`src/video_pkg.sv`:
```
// ***************************************************************************
// Pixel and sync types of the video output path. Game colour arrives at
// 4 bits per channel and leaves at 6 bits for the board DAC. Modules take
// these by importing the package in their header.
// ***************************************************************************
`default_nettype none

package video_pkg;

    localparam int GAME_CW = 4;         // Game colour channel width
    localparam int DAC_CW  = 6;         // Board DAC channel width
    localparam int POS_W   = 9;         // Active area column or line index

    typedef logic [GAME_CW-1:0] color4_t;
    typedef logic [DAC_CW-1:0]  color6_t;
    typedef logic [POS_W-1:0]   pos_t;

    // Pixel as delivered by the core, qualified by pxl_cen
    typedef struct packed {
        color4_t r;
        color4_t g;
        color4_t b;
        logic    hs;        // Active high
        logic    vs;        // Active high
        logic    lhbl;      // High on visible pixels of a line
        logic    lvbl;      // High on visible lines
    } game_px_t;

    // Pixel after the OSD mix, already at DAC width
    typedef struct packed {
        color6_t r;
        color6_t g;
        color6_t b;
        logic    hs;
        logic    vs;
    } out_px_t;

endpackage

`default_nettype wire

```
`src/osd_pkg.sv`:
```
// ***************************************************************************
// OSD window geometry, loader command codes and the buffer write bundle.
// Byte n of the bitmap covers window line n/8, columns 8*(n%8) upwards,
// with bit 0 as the leftmost pixel.
// ***************************************************************************
`default_nettype none

package osd_pkg;

    localparam int OSD_X0    = 16;      // Window origin in active pixels
    localparam int OSD_Y0    = 8;
    localparam int OSD_W     = 64;      // Window size in pixels
    localparam int OSD_H     = 16;
    localparam int OSD_BYTES = 128;     // One bit per window pixel

    localparam logic [7:0] CMD_SET_ADDR = 8'h20;
    localparam logic [7:0] CMD_OSD_OFF  = 8'h40;
    localparam logic [7:0] CMD_OSD_ON   = 8'h41;

    typedef logic [6:0] osd_addr_t;

    typedef struct packed {
        logic      we;
        osd_addr_t addr;
        logic [7:0] data;
    } osd_wr_t;

    typedef enum logic [1:0] {OSD_IDLE, OSD_ADDR, OSD_DATA} osd_state_t;

endpackage

`default_nettype wire

```
`src/osd_loader.sv`:
```
// ***************************************************************************
// Byte port decoder for the OSD. Command strobes select the address or
// switch the OSD on and off, data strobes carry the address and then the
// bitmap bytes. Each accepted data byte becomes one registered buffer write.
// ***************************************************************************
`timescale 1ns/1ps
`default_nettype none

module osd_loader import osd_pkg::*; (
    input  wire logic       clk_sys,
    input  wire logic       rst_n,
    input  wire logic       osd_cmd_wr,
    input  wire logic       osd_data_wr,
    input  wire logic [7:0] osd_byte,
    output osd_wr_t         osd_wr,
    output logic            osd_enable
);

    osd_state_t state;
    osd_addr_t  wr_addr;        // Next buffer address, auto increments
    osd_addr_t  out_addr;
    logic [7:0] out_data;
    logic       out_we;

    always_ff @(posedge clk_sys or negedge rst_n) begin
        if (!rst_n) begin
            state      <= OSD_IDLE;
            wr_addr    <= '0;
            out_we     <= 1'b0;
            osd_enable <= 1'b0;
        end else begin
            out_we <= 1'b0;
            if (osd_cmd_wr) begin
                case (osd_byte)
                    CMD_SET_ADDR: state <= OSD_ADDR;
                    CMD_OSD_ON: begin
                        osd_enable <= 1'b1;
                        state      <= OSD_IDLE;
                    end
                    CMD_OSD_OFF: begin
                        osd_enable <= 1'b0;
                        state      <= OSD_IDLE;
                    end
                    default: state <= OSD_IDLE;     // Unknown codes just stop a load
                endcase
            end else if (osd_data_wr) begin
                case (state)
                    OSD_ADDR: begin
                        wr_addr <= osd_byte[6:0];
                        state   <= OSD_DATA;
                    end
                    OSD_DATA: begin
                        out_we  <= 1'b1;
                        wr_addr <= wr_addr + 1'b1;  // Wraps at 128
                    end
                    default: ;                      // Stray data in idle
                endcase
            end
        end
    end

    // Write payload, only looked at while out_we is high
    always_ff @(posedge clk_sys) begin
        if (osd_data_wr) begin
            out_addr <= wr_addr;
            out_data <= osd_byte;
        end
    end

    assign osd_wr = '{we: out_we, addr: out_addr, data: out_data};

endmodule

`default_nettype wire

```
`src/video_pos_counter.sv`:
```
// ***************************************************************************
// Column and line of the current input pixel inside the active area,
// derived from the blanking strobes. Both indices read 0 while blanked.
// Counters only advance on pixel clock enable cycles.
// ***************************************************************************
`timescale 1ns/1ps
`default_nettype none

module video_pos_counter import video_pkg::*; (
    input  wire logic clk_sys,
    input  wire logic rst_n,
    input  wire logic pxl_cen,
    input  wire logic lhbl,
    input  wire logic lvbl,
    output pos_t      h_pos,
    output pos_t      v_pos
);

    pos_t h_cnt;            // Visible pixels seen so far on this line
    pos_t v_cnt;            // Visible lines completed in this frame
    logic lhbl_last;

    always_ff @(posedge clk_sys or negedge rst_n) begin
        if (!rst_n) begin
            h_cnt     <= '0;
            v_cnt     <= '0;
            lhbl_last <= 1'b0;
        end else if (pxl_cen) begin
            lhbl_last <= lhbl;
            if (lhbl) begin
                h_cnt <= h_cnt + 1'b1;
            end else begin
                h_cnt <= '0;
            end
            if (!lvbl) begin
                v_cnt <= '0;
            end else if (lhbl_last && !lhbl) begin
                v_cnt <= v_cnt + 1'b1;      // First blank pixel ends the line
            end
        end
    end

    // Counter already holds the index of the pixel now at the input
    assign h_pos = lhbl ? h_cnt : '0;
    assign v_pos = lvbl ? v_cnt : '0;

endmodule

`default_nettype wire

```
`src/osd_overlay.sv`:
```
// ***************************************************************************
// OSD bitmap store and mixer. Inside the enabled window a set bit paints
// the pixel white and a clear bit halves the game colour. The mixed pixel
// is expanded to DAC width and registered with its syncs on pxl_cen.
// ***************************************************************************
`timescale 1ns/1ps
`default_nettype none

module osd_overlay import video_pkg::*, osd_pkg::*; (
    input  wire logic clk_sys,
    input  wire logic rst_n,
    input  wire logic pxl_cen,
    input  game_px_t  game_px,
    input  pos_t      h_pos,
    input  pos_t      v_pos,
    input  osd_wr_t   osd_wr,
    input  wire logic osd_enable,
    output out_px_t   mix_px
);

    logic [7:0] osd_mem [OSD_BYTES];
    pos_t       rel_x;
    pos_t       rel_y;
    osd_addr_t  rd_addr;
    logic       in_win;
    logic       osd_bit;
    color4_t    mix_r, mix_g, mix_b;

    // 4 to 6 bits by repeating the top bits
    function automatic color6_t expand(input color4_t c);
        return {c, c[3:2]};
    endfunction

    always_ff @(posedge clk_sys) begin
        if (osd_wr.we) osd_mem[osd_wr.addr] <= osd_wr.data;
    end

    // Left of or above the window wraps to a large value
    assign rel_x   = h_pos - pos_t'(OSD_X0);
    assign rel_y   = v_pos - pos_t'(OSD_Y0);
    assign in_win  = osd_enable && game_px.lhbl && game_px.lvbl &&
                     (rel_x < pos_t'(OSD_W)) && (rel_y < pos_t'(OSD_H));
    assign rd_addr = {rel_y[3:0], rel_x[5:3]};    // 8 bytes per window line
    assign osd_bit = osd_mem[rd_addr][rel_x[2:0]];

    always_comb begin
        mix_r = game_px.r;
        mix_g = game_px.g;
        mix_b = game_px.b;
        if (in_win) begin
            if (osd_bit) begin
                mix_r = 4'hF;
                mix_g = 4'hF;
                mix_b = 4'hF;
            end else begin
                mix_r = game_px.r >> 1;     // Dimmed background
                mix_g = game_px.g >> 1;
                mix_b = game_px.b >> 1;
            end
        end
    end

    always_ff @(posedge clk_sys or negedge rst_n) begin
        if (!rst_n) begin
            mix_px <= '0;
        end else if (pxl_cen) begin
            mix_px <= '{r: expand(mix_r), g: expand(mix_g), b: expand(mix_b),
                        hs: game_px.hs, vs: game_px.vs};
        end
    end

endmodule

`default_nettype wire

```
`src/rgb2ypbpr.sv`:
```
// ***************************************************************************
// Combinational RGB to YPbPr conversion at 6 bits per channel.
// Weights are in 1/256 units and the chroma outputs are centred on 32.
// Every result is clamped to the DAC range.
// ***************************************************************************
`timescale 1ns/1ps
`default_nettype none

module rgb2ypbpr import video_pkg::*; (
    input  color6_t r,
    input  color6_t g,
    input  color6_t b,
    output color6_t y,
    output color6_t pb,
    output color6_t pr
);

    logic signed [15:0] rs, gs, bs;
    logic signed [15:0] y_val, pb_val, pr_val;

    function automatic color6_t clamp6(input logic signed [15:0] v);
        if (v < 16'sd0) return '0;
        if (v > 16'sd63) return 6'd63;
        return v[5:0];
    endfunction

    // Zero extend into a signed range wide enough for all sums
    assign rs = signed'({10'd0, r});
    assign gs = signed'({10'd0, g});
    assign bs = signed'({10'd0, b});

    assign y_val  = (16'sd77 * rs + 16'sd150 * gs + 16'sd29 * bs) >>> 8;
    assign pb_val = 16'sd32 + ((16'sd128 * bs - 16'sd43 * rs - 16'sd85 * gs) >>> 8);
    assign pr_val = 16'sd32 + ((16'sd128 * rs - 16'sd107 * gs - 16'sd21 * bs) >>> 8);

    assign y  = clamp6(y_val);
    assign pb = clamp6(pb_val);
    assign pr = clamp6(pr_val);

endmodule

`default_nettype wire

```
`src/video_out_mux.sv`:
```
// ***************************************************************************
// Output registers for the board video connector. In RGB mode the mixed
// colour and syncs go straight out. In YPbPr mode the channels carry
// Pr, Y and Pb, HS carries composite sync and VS is held high.
// ***************************************************************************
`timescale 1ns/1ps
`default_nettype none

module video_out_mux import video_pkg::*; (
    input  wire logic clk_sys,
    input  wire logic rst_n,
    input  wire logic ypbpr,
    input  out_px_t   mix_px,
    input  color6_t   y,
    input  color6_t   pb,
    input  color6_t   pr,
    output color6_t   vga_r,
    output color6_t   vga_g,
    output color6_t   vga_b,
    output logic      vga_hs,
    output logic      vga_vs
);

    logic csync;

    // Low during either sync pulse, high again when both overlap
    assign csync = ~(mix_px.hs ^ mix_px.vs);

    always_ff @(posedge clk_sys or negedge rst_n) begin
        if (!rst_n) begin
            vga_r  <= '0;
            vga_g  <= '0;
            vga_b  <= '0;
            vga_hs <= 1'b0;
            vga_vs <= 1'b0;
        end else if (ypbpr) begin
            vga_r  <= pr;
            vga_g  <= y;
            vga_b  <= pb;
            vga_hs <= csync;
            vga_vs <= 1'b1;     // Tells the cable to switch mode
        end else begin
            vga_r  <= mix_px.r;
            vga_g  <= mix_px.g;
            vga_b  <= mix_px.b;
            vga_hs <= mix_px.hs;
            vga_vs <= mix_px.vs;
        end
    end

endmodule

`default_nettype wire

```
`src/video_base.sv`:
```
// ***************************************************************************
// Video output stage of the board wrapper. Game pixels pass through the
// OSD mixer and leave as 6-bit RGB or YPbPr two clocks later. The OSD is
// loaded through a byte port with separate command and data strobes.
// ***************************************************************************
`timescale 1ns/1ps
`default_nettype none

module video_base import video_pkg::*, osd_pkg::*; (
    input  wire logic       clk_sys,
    input  wire logic       rst_n,
    input  wire logic       pxl_cen,
    input  wire logic       ypbpr,
    input  game_px_t        game_px,
    input  wire logic       osd_cmd_wr,
    input  wire logic       osd_data_wr,
    input  wire logic [7:0] osd_byte,
    output color6_t         vga_r,
    output color6_t         vga_g,
    output color6_t         vga_b,
    output logic            vga_hs,
    output logic            vga_vs
);

    osd_wr_t osd_wr;
    logic    osd_enable;
    pos_t    h_pos, v_pos;
    out_px_t mix_px;
    color6_t y, pb, pr;

    osd_loader u_loader (
        .clk_sys     ( clk_sys     ),
        .rst_n       ( rst_n       ),
        .osd_cmd_wr  ( osd_cmd_wr  ),
        .osd_data_wr ( osd_data_wr ),
        .osd_byte    ( osd_byte    ),
        .osd_wr      ( osd_wr      ),
        .osd_enable  ( osd_enable  )
    );

    video_pos_counter u_pos (
        .clk_sys ( clk_sys      ),
        .rst_n   ( rst_n        ),
        .pxl_cen ( pxl_cen      ),
        .lhbl    ( game_px.lhbl ),
        .lvbl    ( game_px.lvbl ),
        .h_pos   ( h_pos        ),
        .v_pos   ( v_pos        )
    );

    osd_overlay u_overlay (
        .clk_sys    ( clk_sys    ),
        .rst_n      ( rst_n      ),
        .pxl_cen    ( pxl_cen    ),
        .game_px    ( game_px    ),
        .h_pos      ( h_pos      ),
        .v_pos      ( v_pos      ),
        .osd_wr     ( osd_wr     ),
        .osd_enable ( osd_enable ),
        .mix_px     ( mix_px     )
    );

    rgb2ypbpr u_rgb2ypbpr (
        .r  ( mix_px.r ),
        .g  ( mix_px.g ),
        .b  ( mix_px.b ),
        .y  ( y        ),
        .pb ( pb       ),
        .pr ( pr       )
    );

    video_out_mux u_out (
        .clk_sys ( clk_sys ),
        .rst_n   ( rst_n   ),
        .ypbpr   ( ypbpr   ),
        .mix_px  ( mix_px  ),
        .y       ( y       ),
        .pb      ( pb      ),
        .pr      ( pr      ),
        .vga_r   ( vga_r   ),
        .vga_g   ( vga_g   ),
        .vga_b   ( vga_b   ),
        .vga_hs  ( vga_hs  ),
        .vga_vs  ( vga_vs  )
    );

endmodule

`default_nettype wire

```
`config.mk`:
```
export PLATFORM = sky130hd
export DESIGN_NAME = video_base
export DESIGN_NICKNAME = d
export VERILOG_FILES = /design/src/video_pkg.sv /design/src/osd_pkg.sv /design/src/osd_loader.sv /design/src/video_pos_counter.sv /design/src/osd_overlay.sv /design/src/rgb2ypbpr.sv /design/src/video_out_mux.sv /design/src/video_base.sv
export SDC_FILE = /design/constraint.sdc
export NUM_CORES = 2
export LEC_CHECK = 0
export BUFFER_PORTS_ARGS = -buffer_cell sky130_fd_sc_hd__buf_4
export CORE_MARGIN = 3
export CORE_UTILIZATION = 45
export CTS_CLUSTER_DIAMETER = 100
export DETAILED_ROUTE_END_ITERATION = 8
export PLACE_DENSITY_LB_ADDON = 0.08
export SETUP_SLACK_MARGIN = 0.2
export SLEW_MARGIN = 15
export SYNTH_ARGS = -nofsm -noshare
export SYNTH_HDL_FRONTEND = slang
export SYNTH_SLANG_ARGS = --single-unit
```
`constraint.sdc`:
```
create_clock -name clk_sys -period 10.2 [get_ports clk_sys]
set_input_delay 1.02 -clock clk_sys [delete_from_list [all_inputs] [get_ports clk_sys]]
set_output_delay 1.02 -clock clk_sys [all_outputs]
set_load 0.005 [all_outputs]
```
# After elaboration in Yosys (flattened, before gate mapping)
# Memories as Yosys holds them, arrays and structs flattened.
# Cells that the tools add are included.
word_totals:
  mem_bits_rw: 1024
  mem_count: 1
  wordCells: 122
  reg_bits: 85
  output_inout_bits: 20
  inputBits: 30
classes:
  n_mux: 50
  bitwise: 3
  n_reduce_logical: 14
  n_eq_ne: 6
  n_addsub: 13
  n_lt_le_gt_ge: 9
  n_mul: 7
memory_table:
  columns: ["memory", "depth", "word_bits", "rd", "rd_clocked_by_memory_dff", "wr", "line_no", "rtl"]
  rows:
  - ["u_overlay.osd_mem", 128, 8, 1, 0, 1, "osd_overlay.sv:21", "logic [7:0] osd_mem [OSD_BYTES];"]
op_table:
  columns: ["op", "count"]
  rows:
  - ["2-to-1 mux 6 bit", 15]
  - ["multiplier 7 x 6 -> 13 bit (first input constant)", 4]
  - ["2-to-1 mux 9 bit", 5]
  - ["greater-than comparator 16 x 7 -> 1 bit (second input constant)", 2]
  - ["less-than comparator 16 x 1 -> 1 bit (second input constant)", 2]
  - ["subtractor 14 x 16 -> 16 bit", 2]
  - ["2-to-1 mux 4 bit", 6]
  - ["multiplier 5 x 6 -> 11 bit (first input constant)", 2]
  - ["adder 7 x 8 -> 9 bit (first input constant)", 2]
  - ["adder 9 x 1 -> 9 bit (second input constant)", 2]
  - ["2-to-1 mux 1 bit", 18]
  - ["adder 16 x 12 -> 16 bit", 1]
  - ["adder 16 bit", 1]
  - ["== test 8 x 7 -> 1 bit (second input constant)", 2]
  - ["subtractor 16 x 12 -> 16 bit", 1]
  - ["subtractor 16 x 14 -> 16 bit", 1]
  - ["case mux 7 bit (2 select lines)", 1]
  - ["multiplier 6 x 6 -> 12 bit (first input constant)", 1]
  - ["less-than comparator 9 x 5 -> 1 bit (second input constant)", 1]
  - ["less-than comparator 9 x 7 -> 1 bit (second input constant)", 1]
  - ["subtractor 9 x 4 -> 9 bit (second input constant)", 1]
  - ["subtractor 9 x 5 -> 9 bit (second input constant)", 1]
  - ["== test 8 x 6 -> 1 bit (second input constant)", 1]
  - ["greater-than comparator 8 x 7 -> 1 bit (second input constant)", 1]
  - ["16 further kinds", 28]

# Depth between registers and ports, before layout
depth:
  word_depth: 10
  ltp_mapped: 33
  mapped_depth_nobuf: 32

# Cells and area by module
# Synthesis repeated with hierarchy kept, for this count alone.
unflattened:
  cells_unflattened: 3078
  area_unflattened_um2: 50485.9
modules_own_cells:
  columns: ["mod", "n_inst", "cells_each", "area_per_inst_um2"]
  rows:
  - ["osd_overlay", 1, 2099, 41275.8]
  - ["rgb2ypbpr", 1, 727, 6190.9]
  - ["osd_loader", 1, 86, 1113.6]
  - ["video_pos_counter", 1, 123, 1088.5]
  - ["video_out_mux", 1, 43, 817.0]

# Worst setup path after synthesis
# Ideal clock, no wire load.
synth_path:
  path_type: "reg-to-reg"
  startpoint: "register, netlist name u_overlay.mix_px[12]"
  endpoint: "register u_out.vga_r[5]"
  arrival_time_ps: 5933
  slack_ps: 4139
  path_stages_with_launch: 30
  period_less_slack_ps: 6061
  setup_ps: 127
  required_ps: 10073
  cell_sequence: "dfrtp_1 > buf_2 > inv_1 > ha_1 > fa_1 > inv_1 > fa_1 > ha_1 > inv_1 > o21bai_1 > a21oi_1 > o21bai_1 > a21oi_1 > xnor2_1 > fa_1 > inv_1 > ha_1 > nand2_1 > nor2_1 > o21a_1 > o31a_1 > or2_2 > clkbuf_1 > nand2_1 > ha_1 > inv_1 > a21oi_1 > nor3_1 > a311oi_1 > or2_2"
synth_between:
  elab_chain_cells: 10
synth_rtl:
  columns: ["item", "line_no", "rtl"]
  rows:
  - ["multiplier 7 x 6 -> 13 bit *", "rgb2ypbpr.sv:34", "assign pr_val = 16'sd32 + ((16'sd128 * rs - 16'sd107 * gs - 16'sd21 * bs) >>> 8);"]
  - ["subtractor 14 x 16 -> 16 bit *", "rgb2ypbpr.sv:34", null]
  - ["subtractor 16 x 12 -> 16 bit *", "rgb2ypbpr.sv:34", null]
  - ["adder 7 x 8 -> 9 bit *", "rgb2ypbpr.sv:34", null]
  - ["greater-than comparator 16 x 7 -> 1 bit", "rgb2ypbpr.sv:23", "if (v > 16'sd63) return 6'd63;"]
  - ["2-to-1 mux 1 bit (2 in a row)", "rgb2ypbpr.sv:23", null]
  - ["2-to-1 mux 6 bit", "rgb2ypbpr.sv:24", "return v[5:0];"]
  - ["2-to-1 mux 6 bit *", "rgb2ypbpr.sv:23", null]
  - ["2-to-1 mux 6 bit *", "video_out_mux.sv:36", "end else if (ypbpr) begin"]
  - ["end signal, assigned", "video_out_mux.sv:37", "vga_r <= pr;"]
  - ["end signal, assigned", "video_out_mux.sv:43", "vga_r <= mix_px.r;"]
  - ["end, declared", "video_out_mux.sv:17", "output color6_t vga_r,"]
# Mark *: on every way between the ends. The rest lies on a longest branch, timed or not. The select of a mux whose other input is x is not followed.
# A chain may end at the register's enable or synchronous reset.

# Final worst setup path
layout_path:
  startpoint: "register, netlist name u_overlay.mix_px[12]"
  endpoint: "register u_out.vga_r[5]"
layout_between:
  elab_chain_cells: 10
layout_rtl:
  columns: ["item", "line_no"]
  rows:
  - ["multiplier 7 x 6 -> 13 bit *", "rgb2ypbpr.sv:34"]
  - ["subtractor 14 x 16 -> 16 bit *", "rgb2ypbpr.sv:34"]
  - ["subtractor 16 x 12 -> 16 bit *", "rgb2ypbpr.sv:34"]
  - ["adder 7 x 8 -> 9 bit *", "rgb2ypbpr.sv:34"]
  - ["greater-than comparator 16 x 7 -> 1 bit", "rgb2ypbpr.sv:23"]
  - ["2-to-1 mux 1 bit (2 in a row)", "rgb2ypbpr.sv:23"]
  - ["2-to-1 mux 6 bit", "rgb2ypbpr.sv:24"]
  - ["2-to-1 mux 6 bit *", "rgb2ypbpr.sv:23"]
  - ["2-to-1 mux 6 bit *", "video_out_mux.sv:36"]
# Marked as above.

==> results.json <==
{
  "grt_first_pass_wirelength_um": 209900,
  "cap_violations": 0,
  "clock_latency_ns": 0.72,
  "fin_tns_setup_ns": 0,
  "syn_nets": 3924,
  "report.final.setup_viol": 0,
  "h-tree-depth": 3,
  "yosys_warnings": 0,
  "ys_types": 74,
  "area_growth_pct": 10.15,
  "status": "completed",
  "cts.repair.resized": 0,
  "timing.final.crit_share_pct": 65.14,
  "fin_skew_ns": 0.04821,
  "crit_family": "adder cells",
  "io_buffers": 49,
  "power_frac_seq_pct": 38.3,
  "cts_post_setup_buffers_inserted": 0,
  "synth_area_leaders": "edfxtp_1 (61%), mux2i_1 (4.8%), ha_1 (4.6%)",
  "cp.arrival_ns": 7.29,
  "max_freq_mhz": 150.5,
  "critPathLaunchType": "flop",
  "fp.coreArea_mm2": 0.1114,
  "netlist_area_mm2": 0.05082,
  "ios": 50,
  "via_per_inst": 6.026,
  "clockRootBuffer": "clkbuf_16",
  "sw_frac_of_total_pct": 32.77,
  "crit_type": "reg2reg",
  "dp_hpwl_um": 86990,
  "clkPwrFrac_pct": 30.5,
  "synthArstFlopShare_pct": 5.802,
  "synth_edf_count": 1039,
  "slew_headroom_pct": 16.61,
  "cts_tree": "done",
  "antenna_cells": 0,
  "die_area_mm2": 0.1170,
  "netlist.area_leader.share_pct": 61.39,
  "placed_cell_area_mm2": 0.05228,
  "period_needed_ns": 6.644,
  "grt.total_usage_pct": 24.09,
  "finalMaxSlewViolations": 0,
  "grt_pass1_vias": 31100,
  "switching_power_w": 0.004393,
  "rsz0062_at_grt": "no",
  "crit_path_max_incr_delay_ns": 0.50,
  "final_area_mm2": 0.05598,
  "die_h_um": 342.1,
  "row_count": 122,
  "combPwrFrac_pct": 31.2,
  "path_buf_inv": 4,
  "cp.required_ns": 10.84,
  "start_util_pct": 45.61,
  "cts.clk_slew.worst_paths_ns": 0.06,
  "min_path_type": "in2async",
  "ys_seq_area_share_pct": 64.54,
  "critical-path-slowest-cell": "fa_1",
  "wirelength_um": 142900,
  "clock-sinks": 1103,
  "yosysTopAreaCell": "edfxtp_1",
  "synth_top_flop_cell": "edfxtp_1",
  "grt_overflow": 0,
  "postSynthAreaPerCell_um2": 13.89,
  "p_leak_nw": 19.11,
  "wl_per_cell_um": 27.33,
  "tightest_slew_ns": 1.239,
  "internal-power_w": 0.009014,
  "nNetsFinal": 3910,
  "ir_drop_mv": 0.2271,
  "drc": 0,
  "crit_top_cell": "ha_1",
  "power_density_mw_per_mm2": 239.5,
  "ctsHoldBuffers": 0,
  "die_w_um": 342.1,
  "gp_congestion": 0.8583,
  "grt_max_degree": 139,
  "r2r_setup_slack_ns": 3.56,
  "clock_path_buffers": 3,
  "cp_max_fo": 17,
  "vias": 31510,
  "final_cell_mix": "edfxtp_1 (1,039), nor2_1 (318), mux2i_1 (246), o21ai_0 (217), ha_1 (187)",
  "drt_iter0_drc": 3169,
  "ant_nets": 0,
  "cp-end-kind": "flop",
  "drive_gt1_share_pct": 8.447,
  "first_pass_iters": 5,
  "finalHoldViolCount": 0,
  "final_common_cell": "edfxtp_1",
  "synth_seq_cells": 1103,
  "cts_made_buffers": 117,
  "antenna_found_initial": 3,
  "synthCells": 3659
}
## power by group through the flow
stage | logic [W] | registers, W | clock network [W]
floorplan | 0.00301 | 0.00525 | 0
global placement | 0.00405 | 0.00522 | 0
detailed placement | 0.00415 | 0.00523 | 0
CTS | 0.00418 | 0.00513 | 0.00417
global route | 0.00466 | 0.00514 | 0.00436
finish | 0.00418 | 0.00513 | 0.00409
## cell families after synthesis
family | after synthesis | share of synthesized area, %
xor+xnor | 78 | 1.344
mux | 271 | 5.488
buf+inv | 393 | 3.700
compound gates | 855 | 11.53
flops | 1103 | 64.54
simple gates | 721 | 6.861
fa+ha+maj | 238 | 6.539
## layer usage
metal	global-route usage (%)	wire length [µm]	vias to the layer above
li1	-	-	14050
met1	33.72	61790	16030
met4	7.539	4242	0
met3	3.820	9597	236
met2	38.75	67290	1196
met5	0	0	-
## layout make-up
class                   count  area, µm²
well taps                1488       1862
repair buffers             96      774.5
fillers                  9490      55450
clock inverters            75      644.4
inverters                 164      615.6
clock buffers             140       3035
multi-input cells        2163      16240
flip-flops and latches   1103      32810
## registers in the layout (all words and copies together), names as in the netlist, 2 cells and up
register,flops
u_overlay.osd_mem,1024
u_overlay.mix_px,14
u_pos.h_cnt,9
u_pos.v_cnt,9
u_loader.out_data,8
u_loader.out_addr,7
u_loader.wr_addr,7
u_out.vga_b,6
u_out.vga_g,6
u_out.vga_r,6
u_loader.state,2
## cell usage after synthesis, types with 8 or more instances
master       n
o21bai_1    22
dfrtp_1     64
clkbuf_1    86
inv_1      163
and3b_1     18
a211oi_1   129
a21o_1      11
and3_1      65
nand4_1      9
o22ai_1     98
a221oi_1    81
o221ai_1    69
o21ai_0    217
nand3_1     30
o21a_1      16
nor3_1      14
nor4_1      10
nand3b_1    16
a211o_1     13
or3_1       20
nor2_1     318
fa_1        47
o31a_1      13
ha_1       188
xor2_1      17
a221o_1     28
buf_2       75
nand2_1    115
a21oi_1     89
edfxtp_1  1039
and2_1       8
buf_6       26
buf_4       31
nand2b_1    12
nor2b_1     58
nor3b_1     10
xnor2_1     61
a21oi_2      9
mux2_2      19
buf_1       11
a31oi_1     21
mux2i_1    246
## stage by stage
stage                     total power (W)  setup WS, ns  util [%]  std cells  hold WS, ns
after floorplan                  0.008261         4.139         -       3659       0.4415
after detailed placement         0.009379         3.135     46.92       5014       0.4746
after global routing              0.01416         3.075     50.24       5229       0.4742
after global placement           0.009279         3.189     46.91       5014       0.4605
final                             0.01341         3.556     50.24       5229       0.4698
after CTS                         0.01348         3.587     50.22       5229       0.4467
## final timing paths
path | start | end | cells after the start
worst max-delay path | u_overlay.mix_px[12] | u_out.vga_r[5] | 27
worst min-delay path | rst_n | u_loader.wr_addr[1] | 1
worst max register to register | u_overlay.mix_px[12] | u_out.vga_r[5] | 27
worst min register to register | u_overlay.mix_px[1] | u_out.vga_hs | 1
max in group asynchronous | rst_n | u_pos.h_cnt[3] | 1
min in group clk_sys | u_overlay.mix_px[1] | u_out.vga_hs | 1
No activity file was read; power rests on OpenSTA's default activity.
